File: config.mk
export PLATFORM = sky130hd
export DESIGN_NAME = decoder_top
export DESIGN_NICKNAME = d
export VERILOG_FILES = /design/src/hdl/decode_pkg.sv /design/src/hdl/fields_if.sv /design/src/hdl/decode_ctrl.sv /design/src/hdl/field_decode.sv /design/src/hdl/op_classify.sv /design/src/hdl/decode_stage.sv /design/src/hdl/decoder_top.sv
export SDC_FILE = /design/constraint.sdc
export NUM_CORES = 1
export LEC_CHECK = 0
export ABC_AREA = 1
export BUFFER_PORTS_ARGS = -buffer_cell sky130_fd_sc_hd__buf_2
export CAP_MARGIN = 20
export CORE_MARGIN = 2
export CORE_UTILIZATION = 30
export CTS_CLUSTER_DIAMETER = 80
export DETAILED_ROUTE_END_ITERATION = 7
export PLACE_DENSITY = 0.49
export SLEW_MARGIN = 20
export SYNTH_ARGS = -nofsm -noshare
export SYNTH_HDL_FRONTEND = slang
export SYNTH_HIERARCHICAL = 1
export SYNTH_SLANG_ARGS = --single-unit
File: constraint.sdc
create_clock -name clk -period 8.2 [get_ports clk]
set_input_delay 0.41 -clock clk [delete_from_list [all_inputs] [get_ports clk]]
set_output_delay 0.41 -clock clk [all_outputs]
set_load 0.02 [all_outputs]
File: src/hdl/decode_pkg.sv
// RV64I decode definitions
`default_nettype none

package decode_pkg;

    localparam int xlen = 64;
    localparam int ilen = 32;
    localparam int shamt_w = 6;

    typedef logic [4:0] reg_idx_t;
    typedef logic [6:0] opcode_t;
    typedef logic [7:0] instr_type_t;
    typedef logic [1:0] mem_size_t;  // log2 of the byte count

    // Major opcodes
    localparam opcode_t op_reg    = 7'b0110011;
    localparam opcode_t op_imm    = 7'b0010011;
    localparam opcode_t op_reg_w  = 7'b0111011;
    localparam opcode_t op_imm_w  = 7'b0011011;
    localparam opcode_t op_load   = 7'b0000011;
    localparam opcode_t op_store  = 7'b0100011;
    localparam opcode_t op_branch = 7'b1100011;
    localparam opcode_t op_jal    = 7'b1101111;
    localparam opcode_t op_jalr   = 7'b1100111;
    localparam opcode_t op_lui    = 7'b0110111;
    localparam opcode_t op_auipc  = 7'b0010111;
    localparam opcode_t op_system = 7'b1110011;

    // Instruction type codes
    localparam instr_type_t ty_add    = 8'd0;
    localparam instr_type_t ty_sub    = 8'd1;
    localparam instr_type_t ty_xor    = 8'd2;
    localparam instr_type_t ty_or     = 8'd3;
    localparam instr_type_t ty_and    = 8'd4;
    localparam instr_type_t ty_sll    = 8'd5;
    localparam instr_type_t ty_srl    = 8'd6;
    localparam instr_type_t ty_sra    = 8'd7;
    localparam instr_type_t ty_slt    = 8'd8;
    localparam instr_type_t ty_sltu   = 8'd9;
    localparam instr_type_t ty_addi   = 8'd18;
    localparam instr_type_t ty_xori   = 8'd19;
    localparam instr_type_t ty_ori    = 8'd20;
    localparam instr_type_t ty_andi   = 8'd21;
    localparam instr_type_t ty_slli   = 8'd22;
    localparam instr_type_t ty_srli   = 8'd23;
    localparam instr_type_t ty_srai   = 8'd24;
    localparam instr_type_t ty_slti   = 8'd25;
    localparam instr_type_t ty_sltiu  = 8'd26;
    localparam instr_type_t ty_addiw  = 8'd29;
    localparam instr_type_t ty_slliw  = 8'd30;
    localparam instr_type_t ty_srliw  = 8'd31;
    localparam instr_type_t ty_sraiw  = 8'd32;
    localparam instr_type_t ty_addw   = 8'd33;
    localparam instr_type_t ty_subw   = 8'd34;
    localparam instr_type_t ty_sllw   = 8'd35;
    localparam instr_type_t ty_srlw   = 8'd36;
    localparam instr_type_t ty_sraw   = 8'd37;
    localparam instr_type_t ty_sb     = 8'd43;
    localparam instr_type_t ty_sh     = 8'd44;
    localparam instr_type_t ty_sw     = 8'd45;
    localparam instr_type_t ty_sd     = 8'd46;
    localparam instr_type_t ty_beq    = 8'd47;
    localparam instr_type_t ty_bne    = 8'd48;
    localparam instr_type_t ty_blt    = 8'd49;
    localparam instr_type_t ty_bge    = 8'd50;
    localparam instr_type_t ty_bltu   = 8'd51;
    localparam instr_type_t ty_bgeu   = 8'd52;
    localparam instr_type_t ty_jal    = 8'd53;
    localparam instr_type_t ty_jalr   = 8'd54;
    localparam instr_type_t ty_lui    = 8'd55;
    localparam instr_type_t ty_auipc  = 8'd56;
    localparam instr_type_t ty_ecall  = 8'd57;
    localparam instr_type_t ty_ebreak = 8'd58;
    localparam instr_type_t ty_lb     = 8'd59;
    localparam instr_type_t ty_lh     = 8'd60;
    localparam instr_type_t ty_lw     = 8'd61;
    localparam instr_type_t ty_lbu    = 8'd62;
    localparam instr_type_t ty_lhu    = 8'd63;
    localparam instr_type_t ty_lwu    = 8'd64;
    localparam instr_type_t ty_ld     = 8'd65;
    localparam instr_type_t type_unknown = 8'd255;

    typedef struct packed {
        opcode_t                opcode;
        reg_idx_t               rd;
        reg_idx_t               rs1;
        reg_idx_t               rs2;
        logic signed [xlen-1:0] imm;
        logic [shamt_w-1:0]     shamt;
        instr_type_t            instr_type;
        mem_size_t              data_size;
        logic                   read_mem;
        logic                   write_mem;
        logic                   illegal;
        logic [xlen-1:0]        next_pc;   // pc + 4
    } decoded_t;

endpackage

`default_nettype wire

File: src/hdl/fields_if.sv
// Instruction field bundle
`timescale 1ns/1ps
`default_nettype none

interface fields_if import decode_pkg::*; ();

    logic [ilen-1:0] word;     // Raw held instruction
    opcode_t         opcode;
    logic [2:0]      funct3;
    logic [6:0]      funct7;
    reg_idx_t        rd;       // Already zeroed per format
    reg_idx_t        rs1;
    reg_idx_t        rs2;

    modport src (
        output word, opcode, funct3, funct7, rd, rs1, rs2
    );

    modport cls (
        input word, opcode, funct3, funct7
    );

endinterface

`default_nettype wire

File: src/hdl/decode_ctrl.sv
// Decode sequencing FSM
`timescale 1ns/1ps
`default_nettype none

module decode_ctrl (
    input  logic clk,
    input  logic reset,
    input  logic decode_enable,
    input  logic register_values_ready,
    output logic capture,
    output logic commit,
    output logic decode_complete
);

    typedef enum logic {
        idle,
        wait_operands
    } state_t;

    state_t state;

    // Enables while busy are dropped here
    assign capture = (state == idle) && decode_enable;
    assign commit  = (state == wait_operands) && register_values_ready;

    always_ff @(posedge clk) begin
        if (reset) begin
            state           <= idle;
            decode_complete <= 1'b0;
        end else begin
            decode_complete <= commit;  // Lines up with the registered result
            case (state)
                idle: begin
                    if (capture) begin
                        state <= wait_operands;
                    end
                end
                wait_operands: begin
                    if (commit) begin
                        state <= idle;
                    end
                end
                default: state <= idle;
            endcase
        end
    end

endmodule

`default_nettype wire

File: src/hdl/field_decode.sv
// Register field and immediate extraction
`timescale 1ns/1ps
`default_nettype none

module field_decode import decode_pkg::*; (
    input  logic [ilen-1:0]        instr,
    fields_if.src                  f,
    output logic signed [xlen-1:0] imm,
    output logic [shamt_w-1:0]     shamt
);

    opcode_t op;
    logic    sign;

    assign op   = instr[6:0];
    assign sign = instr[31];   // Every immediate format keeps its sign here

    assign f.word   = instr;
    assign f.opcode = op;
    assign f.funct3 = instr[14:12];
    assign f.funct7 = instr[31:25];

    always_comb begin
        f.rd  = instr[11:7];
        f.rs1 = instr[19:15];
        f.rs2 = instr[24:20];
        if (op == op_store || op == op_branch || op == op_system) begin
            f.rd = '0;
        end
        if (op == op_jal || op == op_lui || op == op_auipc || op == op_system) begin
            f.rs1 = '0;
        end
        if (!(op == op_reg || op == op_reg_w || op == op_store || op == op_branch)) begin
            f.rs2 = '0;
        end
    end

    always_comb begin
        case (op)
            op_imm, op_imm_w, op_load, op_jalr, op_system:
                imm = {{52{sign}}, instr[31:20]};
            op_store:
                imm = {{52{sign}}, instr[31:25], instr[11:7]};
            op_branch:
                imm = {{52{sign}}, instr[7], instr[30:25], instr[11:8], 1'b0};
            op_jal:
                imm = {{44{sign}}, instr[19:12], instr[20], instr[30:21], 1'b0};
            op_lui, op_auipc:
                imm = {{32{sign}}, instr[31:12], 12'b0};
            default:
                imm = '0;   // R, W and unknown
        endcase
    end

    // funct3 of 001 and 101 are the shifts
    always_comb begin
        shamt = '0;
        if (op == op_imm && instr[13:12] == 2'b01) begin
            shamt = instr[25:20];
        end else if (op == op_imm_w && instr[13:12] == 2'b01) begin
            shamt = {1'b0, instr[24:20]};  // Word shifts stop at 31
        end
    end

endmodule

`default_nettype wire

File: src/hdl/op_classify.sv
// Instruction type classification
`timescale 1ns/1ps
`default_nettype none

module op_classify import decode_pkg::*; (
    fields_if.cls       f,
    output instr_type_t instr_type,
    output mem_size_t   data_size,
    output logic        read_mem,
    output logic        write_mem,
    output logic        illegal
);

    logic        f7_zero;
    logic        f7_alt;
    logic [5:0]  shift_sel;
    instr_type_t ty;

    assign f7_zero   = f.funct7 == 7'b0000000;
    assign f7_alt    = f.funct7 == 7'b0100000;  // SUB and arithmetic shifts
    assign shift_sel = f.word[31:26];           // RV64 shifts give up bit 25

    always_comb begin
        ty = type_unknown;
        case (f.opcode)
            op_reg: begin
                case (f.funct3)
                    3'b000:  ty = f7_zero ? ty_add : (f7_alt ? ty_sub : type_unknown);
                    3'b001:  ty = f7_zero ? ty_sll : type_unknown;
                    3'b010:  ty = f7_zero ? ty_slt : type_unknown;
                    3'b011:  ty = f7_zero ? ty_sltu : type_unknown;
                    3'b100:  ty = f7_zero ? ty_xor : type_unknown;
                    3'b101:  ty = f7_zero ? ty_srl : (f7_alt ? ty_sra : type_unknown);
                    3'b110:  ty = f7_zero ? ty_or : type_unknown;
                    default: ty = f7_zero ? ty_and : type_unknown;
                endcase
            end
            op_imm: begin
                case (f.funct3)
                    3'b000:  ty = ty_addi;
                    3'b001:  ty = (shift_sel == 6'b000000) ? ty_slli : type_unknown;
                    3'b010:  ty = ty_slti;
                    3'b011:  ty = ty_sltiu;
                    3'b100:  ty = ty_xori;
                    3'b101:  ty = (shift_sel == 6'b000000) ? ty_srli :
                                  (shift_sel == 6'b010000) ? ty_srai : type_unknown;
                    3'b110:  ty = ty_ori;
                    default: ty = ty_andi;
                endcase
            end
            op_imm_w: begin
                case (f.funct3)
                    3'b000:  ty = ty_addiw;
                    3'b001:  ty = f7_zero ? ty_slliw : type_unknown;
                    3'b101:  ty = f7_zero ? ty_srliw : (f7_alt ? ty_sraiw : type_unknown);
                    default: ty = type_unknown;
                endcase
            end
            op_reg_w: begin
                case (f.funct3)
                    3'b000:  ty = f7_zero ? ty_addw : (f7_alt ? ty_subw : type_unknown);
                    3'b001:  ty = f7_zero ? ty_sllw : type_unknown;
                    3'b101:  ty = f7_zero ? ty_srlw : (f7_alt ? ty_sraw : type_unknown);
                    default: ty = type_unknown;  // M extension lands here
                endcase
            end
            op_load: begin
                case (f.funct3)
                    3'b000:  ty = ty_lb;
                    3'b001:  ty = ty_lh;
                    3'b010:  ty = ty_lw;
                    3'b011:  ty = ty_ld;
                    3'b100:  ty = ty_lbu;
                    3'b101:  ty = ty_lhu;
                    3'b110:  ty = ty_lwu;
                    default: ty = type_unknown;
                endcase
            end
            op_store: begin
                case (f.funct3)
                    3'b000:  ty = ty_sb;
                    3'b001:  ty = ty_sh;
                    3'b010:  ty = ty_sw;
                    3'b011:  ty = ty_sd;
                    default: ty = type_unknown;
                endcase
            end
            op_branch: begin
                case (f.funct3)
                    3'b000:  ty = ty_beq;
                    3'b001:  ty = ty_bne;
                    3'b100:  ty = ty_blt;
                    3'b101:  ty = ty_bge;
                    3'b110:  ty = ty_bltu;
                    3'b111:  ty = ty_bgeu;
                    default: ty = type_unknown;
                endcase
            end
            op_jal:   ty = ty_jal;
            op_jalr:  ty = ty_jalr;     // funct3 not checked
            op_lui:   ty = ty_lui;
            op_auipc: ty = ty_auipc;
            op_system: begin
                if (f.funct3 == 3'b000 && f.word[31:20] == 12'h000) begin
                    ty = ty_ecall;
                end else if (f.funct3 == 3'b000 && f.word[31:20] == 12'h001) begin
                    ty = ty_ebreak;
                end
            end
            default: ty = type_unknown;
        endcase
    end

    assign instr_type = ty;
    assign illegal    = ty == type_unknown;

    // funct3[1:0] is already log2 of the access bytes
    assign read_mem  = !illegal && f.opcode == op_load;
    assign write_mem = !illegal && f.opcode == op_store;
    assign data_size = (read_mem || write_mem) ? f.funct3[1:0] : '0;

endmodule

`default_nettype wire

File: src/hdl/decode_stage.sv
// Instruction hold and result register
`timescale 1ns/1ps
`default_nettype none

module decode_stage import decode_pkg::*; (
    input  logic            clk,
    input  logic            reset,
    input  logic            capture,
    input  logic            commit,
    input  logic [xlen-1:0] pc_current,
    input  logic [ilen-1:0] instruction,
    output decoded_t        result
);

    logic [ilen-1:0]        instr_q;
    logic [xlen-1:0]        pc_q;
    logic signed [xlen-1:0] imm;
    logic [shamt_w-1:0]     shamt;
    instr_type_t            instr_type;
    mem_size_t              data_size;
    logic                   read_mem;
    logic                   write_mem;
    logic                   illegal;
    decoded_t               next_result;

    fields_if fields ();

    field_decode u_field_decode (
        .instr (instr_q),
        .f     (fields),
        .imm   (imm),
        .shamt (shamt)
    );

    op_classify u_op_classify (
        .f          (fields),
        .instr_type (instr_type),
        .data_size  (data_size),
        .read_mem   (read_mem),
        .write_mem  (write_mem),
        .illegal    (illegal)
    );

    always_ff @(posedge clk) begin
        if (capture) begin
            instr_q <= instruction;
            pc_q    <= pc_current;
        end
    end

    always_comb begin
        next_result.opcode     = fields.opcode;
        next_result.rd         = fields.rd;
        next_result.rs1        = fields.rs1;
        next_result.rs2        = fields.rs2;
        next_result.imm        = imm;
        next_result.shamt      = shamt;
        next_result.instr_type = instr_type;
        next_result.data_size  = data_size;
        next_result.read_mem   = read_mem;
        next_result.write_mem  = write_mem;
        next_result.illegal    = illegal;
        next_result.next_pc    = pc_q + xlen'(4);  // Fall-through address
    end

    // Holds until the next commit
    always_ff @(posedge clk) begin
        if (reset) begin
            result <= '0;
        end else if (commit) begin
            result <= next_result;
        end
    end

endmodule

`default_nettype wire

File: src/hdl/decoder_top.sv
// RV64I decode stage top
`timescale 1ns/1ps
`default_nettype none

module decoder_top import decode_pkg::*; (
    input  logic                   clk,
    input  logic                   reset,
    input  logic                   decode_enable,
    input  logic [xlen-1:0]        pc_current,
    input  logic [ilen-1:0]        instruction,
    input  logic                   register_values_ready,
    output opcode_t                opcode,
    output reg_idx_t               rd,
    output reg_idx_t               rs1,
    output reg_idx_t               rs2,
    output logic signed [xlen-1:0] imm,
    output logic [shamt_w-1:0]     shamt,
    output instr_type_t            instr_type,
    output mem_size_t              data_size,
    output logic                   read_mem,
    output logic                   write_mem,
    output logic                   illegal,
    output logic [xlen-1:0]        next_pc,
    output logic                   decode_complete
);

    logic     capture;
    logic     commit;
    decoded_t result;

    decode_ctrl u_decode_ctrl (
        .clk                   (clk),
        .reset                 (reset),
        .decode_enable         (decode_enable),
        .register_values_ready (register_values_ready),
        .capture               (capture),
        .commit                (commit),
        .decode_complete       (decode_complete)
    );

    decode_stage u_decode_stage (
        .clk         (clk),
        .reset       (reset),
        .capture     (capture),
        .commit      (commit),
        .pc_current  (pc_current),
        .instruction (instruction),
        .result      (result)
    );

    assign opcode     = result.opcode;
    assign rd         = result.rd;
    assign rs1        = result.rs1;
    assign rs2        = result.rs2;
    assign imm        = result.imm;
    assign shamt      = result.shamt;
    assign instr_type = result.instr_type;
    assign data_size  = result.data_size;
    assign read_mem   = result.read_mem;
    assign write_mem  = result.write_mem;
    assign illegal    = result.illegal;
    assign next_pc    = result.next_pc;

endmodule

`default_nettype wire

* Yosys cells after proc, flatten, opt, wreduce, memory -nomap -nowiden
Cells that the tools add are included.
** Cells by class
- Order comparisons :: 0
- Reductions and logical operators :: 24
- Div/mod/pow operators :: 0
- Multiply operators :: 0
- Muxes and demuxes :: 41
- Add/sub/neg operators :: 1
- Shift-type cells :: 0
- Bitwise operators :: 1
- Equal/unequal tests :: 24
** Operator list (number)
- $pmux W64 S5 :: 1
- $mux W8 :: 23
- $pmux W8 S7 :: 3
- $pmux W8 S12 :: 1
- $add A64 B3 Y64 const B :: 1
- $pmux W8 S3 :: 2
- $pmux W8 S6 :: 1
- $eq A7 B6 Y1 const B :: 5
- $pmux W8 S4 :: 1
- $eq A7 B7 Y1 const B :: 4
- $eq A7 B5 Y1 const B :: 3
- $mux W5 :: 4
- $eq A12 B1 Y1 const B :: 1
- $eq A3 B3 Y1 const B :: 4
- $logic_not A12 Y1 :: 1
- $logic_or A1 B1 Y1 :: 9
- $eq A8 B8 Y1 const B :: 1
- $logic_and A1 B1 Y1 :: 8
- $eq A7 B2 Y1 const B :: 1
- $logic_not A7 Y1 :: 1
- $eq A3 B2 Y1 const B :: 2
- $eq A6 B5 Y1 const B :: 1
- $logic_not A6 Y1 :: 1
- $mux W6 :: 1
- other kinds (10) :: 11
** Word-level totals
- Latch bits :: 0
- ROM bits :: 0
- Input port bits :: 100
- Output and inout bits :: 170
- Memory bits (writable) :: 0
- Memories kept :: 0
- Flip-flop bits (word level) :: 267

* Logic depth before layout (Yosys ltp)
Gate-level depths: netlist of run 1.
- Depth after elaboration :: 10
- Gate-level depth with buffers :: 16
- Depth with buffers taken out :: 15

* Modules after synthesis
Netlist of run 1, hierarchy kept.
** Modules (own cells, without submodules)
- decode_stage :: area an instance 11033.1 um2, cells each 1361, times used 1
- field_decode :: area an instance 1779.2 um2, cells each 343, times used 1
- op_classify :: area an instance 1114.8 um2, cells each 244, times used 1
- decode_ctrl :: area an instance 78.8 um2, cells each 11, times used 1

* Worst setup path after synthesis of run 1
No wires, ideal clock.
- Kind :: input port to flip-flop
- Start :: input decode_enable
- End :: register u_decode_stage.instr_q[0] (enable)
- Stages :: 2
- Data arrival time :: 4.469 ns
- Path slack :: 3.177 ns
- Path buffers :: 0
- Cell sequence :: inv_1 > nor2_1
** Between the ends
- Word-level cells in the longest chain between the ends :: 1
** Ends and longest elaborated chain
- start, declared :: line decoder_top.sv:8 : input logic decode_enable,
- $logic_and A1 B1 Y1 :: line decode_ctrl.sv:23 : assign capture = (state == idle) && decode_enable;
- via capture :: line decoder_top.sv:27 : logic capture;
- end signal, assigned :: line decode_stage.sv:46 : instr_q <= instruction;
- end, declared :: line decode_stage.sv:15 : logic [ilen-1:0] instr_q;
The timed path passes the listed nets, and every way through them passes these cells.
A chain may end at the register's enable or synchronous reset.

* Final worst setup path of run 1
- Start :: register u_decode_stage.instr_q[2]
- End :: register u_decode_stage/result[145] (netlist name)
** Between the ends
- Word-level cells in the longest chain between the ends :: 3
** Ends and longest elaborated chain
- $eq A7 B7 Y1 (tied with other cells) :: line field_decode.sv:39 : case (op)
- $reduce_or A5 Y1 or $reduce_or A2 Y1 (tied branches) :: line field_decode.sv:39
- $pmux W64 S5 (*) :: line field_decode.sv:39
Every way passes the cells marked *; elsewhere a longest branch is shown, timed or not.

==> impl_metrics.tcl, run 1 <==
set metrics [dict create \
    cts_made_buffers 34 \
    worst-path-max-fanout 33 \
    status "finished clean" \
    worstPathArrival_ns 3.64 \
    n_fill_cell 4954 \
    core-area_mm2 0.04548 \
    p_total_mw 3.425 \
    first_iter_violations 1023 \
    hpwl_um 35670 \
    period_minus_slack_ns 3.177 \
    finalInstanceArea_mm2 0.01634 \
    start_kind "register" \
    rows 78 \
    power.internal_mw 2.483 \
    drc 0 \
    relSlewSlack_pct 31.10 \
    vias 12670 \
    switchingPower_uw 942.0 \
    cts_root_buf "clkbuf_16" \
    netSwitchingFraction_pct 27.51 \
    regArea_mm2 0.006306 \
    n_antenna_cell 0 \
    slew_viol_final 0 \
    dieArea_mm2 0.04792 \
    start_util_pct 30.47 \
    grt_usage_pct 19.78 \
    area_growth_syn_to_layout_pct 17.90 \
    cts.sinks 267 \
    postCtsHoldBufs 0 \
    fp.dieW_um 218.9 \
    min_path_type "input pin to register" \
    clk_latency_ns 0.54 \
    antenna_found_initial 0 \
    io_buffers 269 \
    cts_buffer_depth 3 \
    power_frac_clock_pct 43.7 \
    power_density_mw_per_mm2 209.6 \
    gp_congestion 0.8857 \
    htree_levels 2 \
    cap_violations 0 \
    fmax_ghz 0.3147 \
    rsz0062_at_grt "false" \
    crit_path_end_kind "register" \
    drt_pre_antenna_iters 5 \
    synthesis.nets 2040 \
    gr-total-overflow 0 \
    timing.setup.tns_ns 0 \
    cts_tree "yes" \
    cts.repair.resized 0 \
    path_class "register to register" \
    finalClockSkew_ns 0.01548 \
    final_layout_size_suffix_gt1_share_pct 18.68 \
    setup_viol 0 \
    ios 270 \
    placed_area_mm2 0.01522 \
    clk_pin_slew_ns 0.06 \
    worstPathRequired_ns 8.67 \
    yosysWarnings 6 \
    leakagePower_nw 8.191 \
    num-nets-final 2223 \
    peakVddDrop_v 0.0001470 \
    cts_setup_buffers 0 \
    drt-vias-per-instance 4.613 \
    syn_area_mm2 0.01386 \
    syn_area_per_cell_um2 7.146 \
    multiInputGateArea_mm2 0.006025 \
    wl_per_cell_um 17.18 \
    synthCells 1939 \
    dieHeight_um 218.9 \
    grt_pass1_vias 12460 \
    seqPwrFrac_pct 44.9 \
    grt_pass1_wl_um 72540 \
    grt_max_degree 113 \
    tightest_slew_ns 1.034 \
    hold_viol 0 \
    ant_nets 0 \
    drt-total-wl_um 47200 \
    fin_crit_sh_pct 38.75 \
    combPwrFrac_pct 11.4 \
]
[critical path, cell delays in order, from the launching register on]
cell	delay (ns)
edfxtp_1	0.48
inv_1	0.15
nand2_1	0.07
nor2_2	0.60
nand2_1	0.27
nor2_2	0.58
nor2_1	0.13
nand2_2	0.55
nor2_1	0.11
nor2_1	0.12
[final timing paths]
kind / startpoint / end / slack [ns] / depth (start not counted)
hold / removal: instruction[8] / u_decode_stage/instr_q[8]$_DFFE_PP_ / 0.04 / 1
hold reg to reg: u_decode_stage/pc_q[1]$_DFFE_PP_ / u_decode_stage/result[1]$_SDFFE_PP0P_ / 0.47 / 2
setup reg to reg: u_decode_stage/instr_q[2]$_DFFE_PP_ / u_decode_stage/result[145]$_SDFFE_PP0P_ / 5.02 / 9
setup / recovery: u_decode_stage/instr_q[2]$_DFFE_PP_ / u_decode_stage/result[145]$_SDFFE_PP0P_ / 5.02 / 9
[per-stage QoR]
step	util (%)	cells	worst slack (ns)	hold slack (ns)
global placement	33.47	2686	4.763	0.4585
finish	35.92	2747	5.023	0.04169
detailed placement	33.48	2686	5.025	0.4658
CTS	35.92	2747	5.019	0.009776
global route	35.92	2747	4.604	0.02744
floorplan	-	1939	3.177	0.4475
[final cells by class]
class	instances	area share [%]
sequential	267	38.60
inverter	192	4.465
tap	600	4.596
clock inverter	18	1.134
clock buffer	43	5.668
multi-input combinational	1349	36.88
timing repair buffer	278	8.655
[registers in the layout, summed over array words and instances, names as in the netlist]
name,flops
u_decode_stage/result,169
u_decode_stage/pc_q,64
u_decode_stage/instr_q,32
u_decode_ctrl/state,1
u_decode_ctrl/decode_complete,1
[power groups by stage]
stage               Sequential (mW)  Clock [mW]  Combinational [mW]
global placement               1.57           0               0.392
detailed placement             1.57           0               0.393
floorplan                      1.60           0               0.210
global route                   1.55        1.59               0.438
CTS                            1.54        1.55               0.395
finish                         1.54        1.50               0.389
[per-layer routing]
layer / vias to the layer above / GRT usage [%] / share of wire (%)
met2: 363 / 31.88 / 45
met5: - / 0 / 0
met4: 0 / 7.545 / 3.2
met1: 5795 / 26.91 / 46
li1: 6438 / - / -
met3: 77 / 2.633 / 5.1
[cells in the final DEF, fill, tap and decap left out, types with 4 or more instances in the layout]
master,instances
a21oi_1,13
buf_2,269
buf_4,9
clkbuf_1,6
clkbuf_16,35
clkinv_2,5
dfxtp_1,171
edfxtp_1,96
inv_1,183
inv_2,6
nand2_1,364
nand2_2,20
nand2_4,4
nand3_1,120
nand3_2,4
nand4_1,22
nor2_1,543
nor2_2,18
nor2_4,7
nor3_1,8
o21ai_0,153
o21ai_1,16
o21ai_2,4
xnor2_1,13
xor2_1,18
(Power assumes the default switching activity.)
==> run 2, diff against run 1 <==
ABC_AREA = 0   (was 1)
clock period = 3.2 ns   (was 8.2 ns; I/O delays follow)
==> impl_metrics.tcl, run 2 <==
set metrics [dict create \
    status "finished clean" \
    start_kind "register" \
    synthCells 1285 \
    drt-vias-per-instance 4.983 \
    synthesis.nets 1386 \
    syn_area_per_cell_um2 9.933 \
    rsz0062_at_grt "false" \
    cap_violations 0 \
    tightest_slew_ns 1.001 \
    antenna_found_initial 3 \
    timing.setup.tns_ns 0 \
    cts_made_buffers 34 \
    grt_pass1_wl_um 60690 \
    leakagePower_nw 6.596 \
    drc 0 \
    relSlewSlack_pct 33.10 \
    ant_nets 0 \
    grt_pass1_vias 10400 \
    grt_usage_pct 17.60 \
    period_minus_slack_ns 2.731 \
    crit_top_cell "o21ai_0" \
    r2r_cells 7 \
    drt_pre_antenna_iters 5 \
    worstPathRequired_ns 3.61 \
    final_cell_mix "buf_2, nor2_1, dfxtp_1" \
    largest-register "u_decode_stage/result" \
    slowest_delay_ns 0.59 \
    slew_viol_final 0 \
    power_density_mw_per_mm2 521.4 \
    grt_max_degree 105 \
    final_layout_size_suffix_gt1_share_pct 23.63 \
    dieArea_mm2 0.04421 \
    min_path_cells 2 \
    clk_latency_ns 0.54 \
    hold_viol 0 \
    drt-total-wl_um 39630 \
    wl_per_cell_um 18.51 \
    core-area_mm2 0.04195 \
    fp.dieW_um 210.3 \
    gr-total-overflow 0 \
    cts_buffer_depth 3 \
    crit_path_end_kind "register" \
    yosysWarnings 6 \
    dieHeight_um 210.3 \
    rows 75 \
    htree_levels 2 \
    start_util_pct 30.43 \
    io_buffers 269 \
    path_class "register to register" \
    cts.sinks 267 \
    worst-path-buf-inv 1 \
    cts_root_buf "clkbuf_16" \
    gp_congestion 0.8238 \
    hpwl_um 27840 \
    cts_tree "yes" \
    fin_crit_sh_pct 85.34 \
    largest_register_ff_count 169 \
    cts_setup_buffers 0 \
    critPathSlowestCell "or4_1" \
    worst-path-max-fanout 15 \
    fmax_ghz 0.3662 \
    area_growth_syn_to_layout_pct 28.30 \
    worstPathArrival_ns 3.14 \
    num-nets-final 1675 \
    ios 270 \
    first_iter_violations 708 \
    finalClockSkew_ns 0.02859 \
    reg_top3 "u_decode_stage/result x169, u_decode_stage/pc_q x64, u_decode_stage/instr_q x32" \
    critical_path.cell_chain "inv_1 > nand2_1 > o21ai_0 > o21ai_0 > or4_1 > mux2i_1 > nor2_1" \
    crit_cells 7 \
    fin_hold_ws_ns 0.04313 \
    layout_commonest_cell "buf_2" \
    crit_family "compound AO/OA/AOI/OAI gates" \
    n_fill_cell 4155 \
    peakVddDrop_v 0.0003053 \
    min_path_type "input pin to register" \
    vias 10670 \
    setup_viol 0 \
    clk_pin_slew_ns 0.06 \
    syn_area_mm2 0.01276 \
]
[run 2: repair_timing]
item	in CTS	in global routing
hold buffers	97	0
endpoints found under the setup margin	0	0
gates resized for setup	0	0
hold endpoints to repair	97	0
[run 2: per-stage QoR]
stage	util (%)	cell area, um^2	setup slack (ns)	power (mW)	std cells
floorplan	-	12770	0.8963	4.385	1285
global placement	34.01	14270	0.4834	4.661	1980
detailed placement	34.01	14270	0.5182	4.663	1980
CTS	39.03	16370	0.5037	8.686	2139
global route	39.03	16370	0.3128	8.885	2139
finish	39.04	16380	0.4690	8.538	2141
[run 2: path summary, 6_finish.rpt]
path / startpoint / to / slack, ns
worst min register to register: u_decode_stage/result[37]$_SDFFE_PP0P_ / u_decode_stage/result[37]$_SDFFE_PP0P_ / 0.48
worst max-delay path: u_decode_stage/instr_q[5]$_DFFE_PP_ / u_decode_stage/result[73]$_SDFFE_PP0P_ / 0.47
worst min-delay path: decode_enable / u_decode_stage/instr_q[9]$_DFFE_PP_ / 0.04
worst max register to register: u_decode_stage/instr_q[5]$_DFFE_PP_ / u_decode_stage/result[73]$_SDFFE_PP0P_ / 0.47
[run 2: per-layer routing]
metal	share of wire [%]	global-route usage (%)	up-vias	wire length (um)
li1	-	-	5199	-
met1	45	23.06	5105	17860
met2	46	28.41	289	18400
met3	5.6	4.276	71	2237
met4	2.8	5.992	4	1106
met5	0.061	0	-	24
[run 2: worst reg2reg max path: cells and delay by family, from the launching register on]
family	cells	cell delay [ns]
AO/OA/AOI/OAI	2	0.83
flip-flops	1	0.58
multiplexers	1	0.16
AND/OR/NAND/NOR	3	0.79
buffers and inverters	1	0.26
[run 2: where the power goes]
group | internal [mW] | leakage, nW | switching [mW]
sequential | 3.68 | 2.31 | 0.131
clock | 2.32 | 0.560 | 1.53
combinational | 0.361 | 3.73 | 0.509
total | 6.36 | 6.60 | 2.17
[run 2: cell type report]
cell class	instances	area, um^2	share of cell area [%]
antenna	2	5.005	0.03056
sequential	267	6306	38.51
inverter	21	78.83	0.4814
multi-input combinational	857	5602	34.21
clock inverter	15	152.6	0.9321
clock buffer	47	980.9	5.990
timing repair buffer	393	2576	15.73
tap	539	674.4	4.118
==> run 3, diff against run 2 <==
CORE_ASPECT_RATIO = 1.25   (was not set)
CTS_CLUSTER_DIAMETER = not set   (was 80)
==> impl_metrics.tcl, run 3 (synthesis results as in run 2) <==
set metrics [dict create \
    busiest_layer "met2" \
    clk_pin_slew_ns 0.06 \
    cts.sinks 267 \
    r2r_cells 5 \
    crit_start "u_decode_stage/pc_q[4]$_DFFE_PP_" \
    slew_viol_final 0 \
    io_buffers 269 \
    grt_max_degree 145 \
    worst-path-buf-inv 0 \
    final_cell_mix "buf_2, nor2_1, dfxtp_1" \
    critical_path.cell_chain "nand4_1 > nor4_2 > nand2_1 > o311a_1 > nor4_1" \
    period_minus_slack_ns 2.730 \
    antenna_found_initial 2 \
    path_class "register to register" \
    setup_ws_ns 0.4699 \
    first_iter_violations 593 \
    fp.dieW_um 188.5 \
    critPathSlowestCell "nor4_2" \
    start_util_pct 30.36 \
    postCtsHoldBufs 97 \
    cts_buffer_depth 3 \
    min_path_type "input pin to register" \
    cap_violations 0 \
    crit_path_end_kind "register" \
    htree_levels 1 \
    cts_setup_buffers 0 \
    cts_root_buf "clkbuf_16" \
    peakVddDrop_v 0.0004023 \
    final_core_util_pct 38.82 \
    gp_congestion 0.9068 \
    rsz0062_at_grt "false" \
    hpwl_um 28010 \
    reg_top3 "u_decode_stage/result x169, u_decode_stage/pc_q x64, u_decode_stage/instr_q x32" \
    drt-total-wl_um 40770 \
    drt_pre_antenna_iters 5 \
    finalClockSkew_ns 0.01592 \
    setup_viol 0 \
    dieArea_mm2 0.04422 \
    min-delay-start "reset" \
    drt-vias-per-instance 4.920 \
    num-nets-final 1671 \
    worst-path-max-fanout 8 \
    r2r-end "u_decode_stage/result[59]$_SDFFE_PP0P_" \
    holdPathEnd "u_decode_stage/result[98]$_SDFFE_PP0P_" \
    worstPathArrival_ns 3.20 \
    gr-total-overflow 0 \
    cts_made_buffers 31 \
    grt_usage_pct 17.72 \
    n_fill_cell 4232 \
    pre_cts_ws_ns 0.5392 \
    leakagePower_nw 6.566 \
    ios 270 \
    largest-register "u_decode_stage/result" \
    cts_tree "yes" \
    use_met3_pct 2.420 \
    core-area_mm2 0.04204 \
    cts.repair.resized 0 \
    slowest_delay_ns 0.71 \
    ant_nets 0 \
    dieHeight_um 234.6 \
    grt_pass1_wl_um 61530 \
    clk_latency_ns 0.57 \
    tightest_slew_ns 1.093 \
    start_kind "register" \
    fmax_ghz 0.3663 \
    power_density_mw_per_mm2 511.2 \
    grt_use_met1_pct 21.37 \
    vias 10600 \
    r2r_start "u_decode_stage/pc_q[4]$_DFFE_PP_" \
    status "finished clean" \
    final_layout_size_suffix_gt1_share_pct 23.70 \
    drc 0 \
    relSlewSlack_pct 27.00 \
    largest_register_ff_count 169 \
    wl_per_cell_um 18.92 \
    min_path_cells 2 \
    met2_usage_pct 31.37 \
    rows 84 \
    p_total_mw 8.343 \
    fin_crit_sh_pct 85.32 \
    hold_viol 0 \
    timing.setup.tns_ns 0 \
    layout_commonest_cell "buf_2" \
    r2r_slack_ns 0.47 \
    crit_family "simple AND/OR/NAND/NOR gates" \
    grt_pass1_vias 10300 \
    area_growth_syn_to_layout_pct 27.88 \
    worstPathRequired_ns 3.67 \
]
-- run 3: final cells by class --
cell class	instances	area [um^2]	share of cell area (%)
clock inverters	16	132.6	0.8126
clock buffers	42	932.1	5.711
multi-input cells	857	5602	34.32
diodes	1	2.502	0.01533
well taps	559	699.4	4.285
flip-flops and latches	267	6306	38.64
repair buffers	392	2569	15.74
inverters	21	78.83	0.4829
-- run 3: metal layers --
layer / share of wire, % / wire length, um
met5: 0.032 / 13
met4: 4.1 / 1652
met3: 5.0 / 2035
met2: 50 / 20440
met1: 41 / 16630
-- run 3: worst register-to-register path, cell delays in order, from the launching register on --
cell and delay (ns):
edfxtp_1 0.50, nand4_1 0.40, nor4_2 0.72, nand2_1 0.34
o311a_1 0.40, nor4_1 0.26
-- run 3: power by group --
group	leakage, nW	internal, mW	total, mW	switching, mW
Combinational	3.72	0.360	0.871	0.512
Sequential	2.31	3.68	3.82	0.139
Clock	0.534	2.14	3.65	1.51
Total	6.57	6.18	8.34	2.16
-- run 3: worst max path at each step --
stage	endpoint	slack, ns	cells after the start
final	u_decode_stage/result[59]$_SDFFE_PP0P_	0.47	5
after global routing	u_decode_stage/result[53]$_SDFFE_PP0P_	0.31	5
after CTS	u_decode_stage/result[53]$_SDFFE_PP0P_	0.48	5
after detailed placement	u_decode_stage/result[53]$_SDFFE_PP0P_	0.54	5
after global placement	u_decode_stage/result[71]$_SDFFE_PP0P_	0.53	7
after floorplan	u_decode_stage/result[73]$_SDFFE_PP0P_	0.90	7
-- run 3: per-stage QoR --
| step | area, um^2 | instances | hold WS (ns) |
|---|---|---|---|
| global placement | 14280 | 1999 | 0.3367 |
| CTS | 16320 | 2154 | 0.04091 |
| global route | 16320 | 2155 | 0.07436 |
| finish | 16320 | 2155 | 0.07872 |
| detailed placement | 14280 | 1999 | 0.3381 |
| floorplan | 12770 | 1285 | 0.2258 |
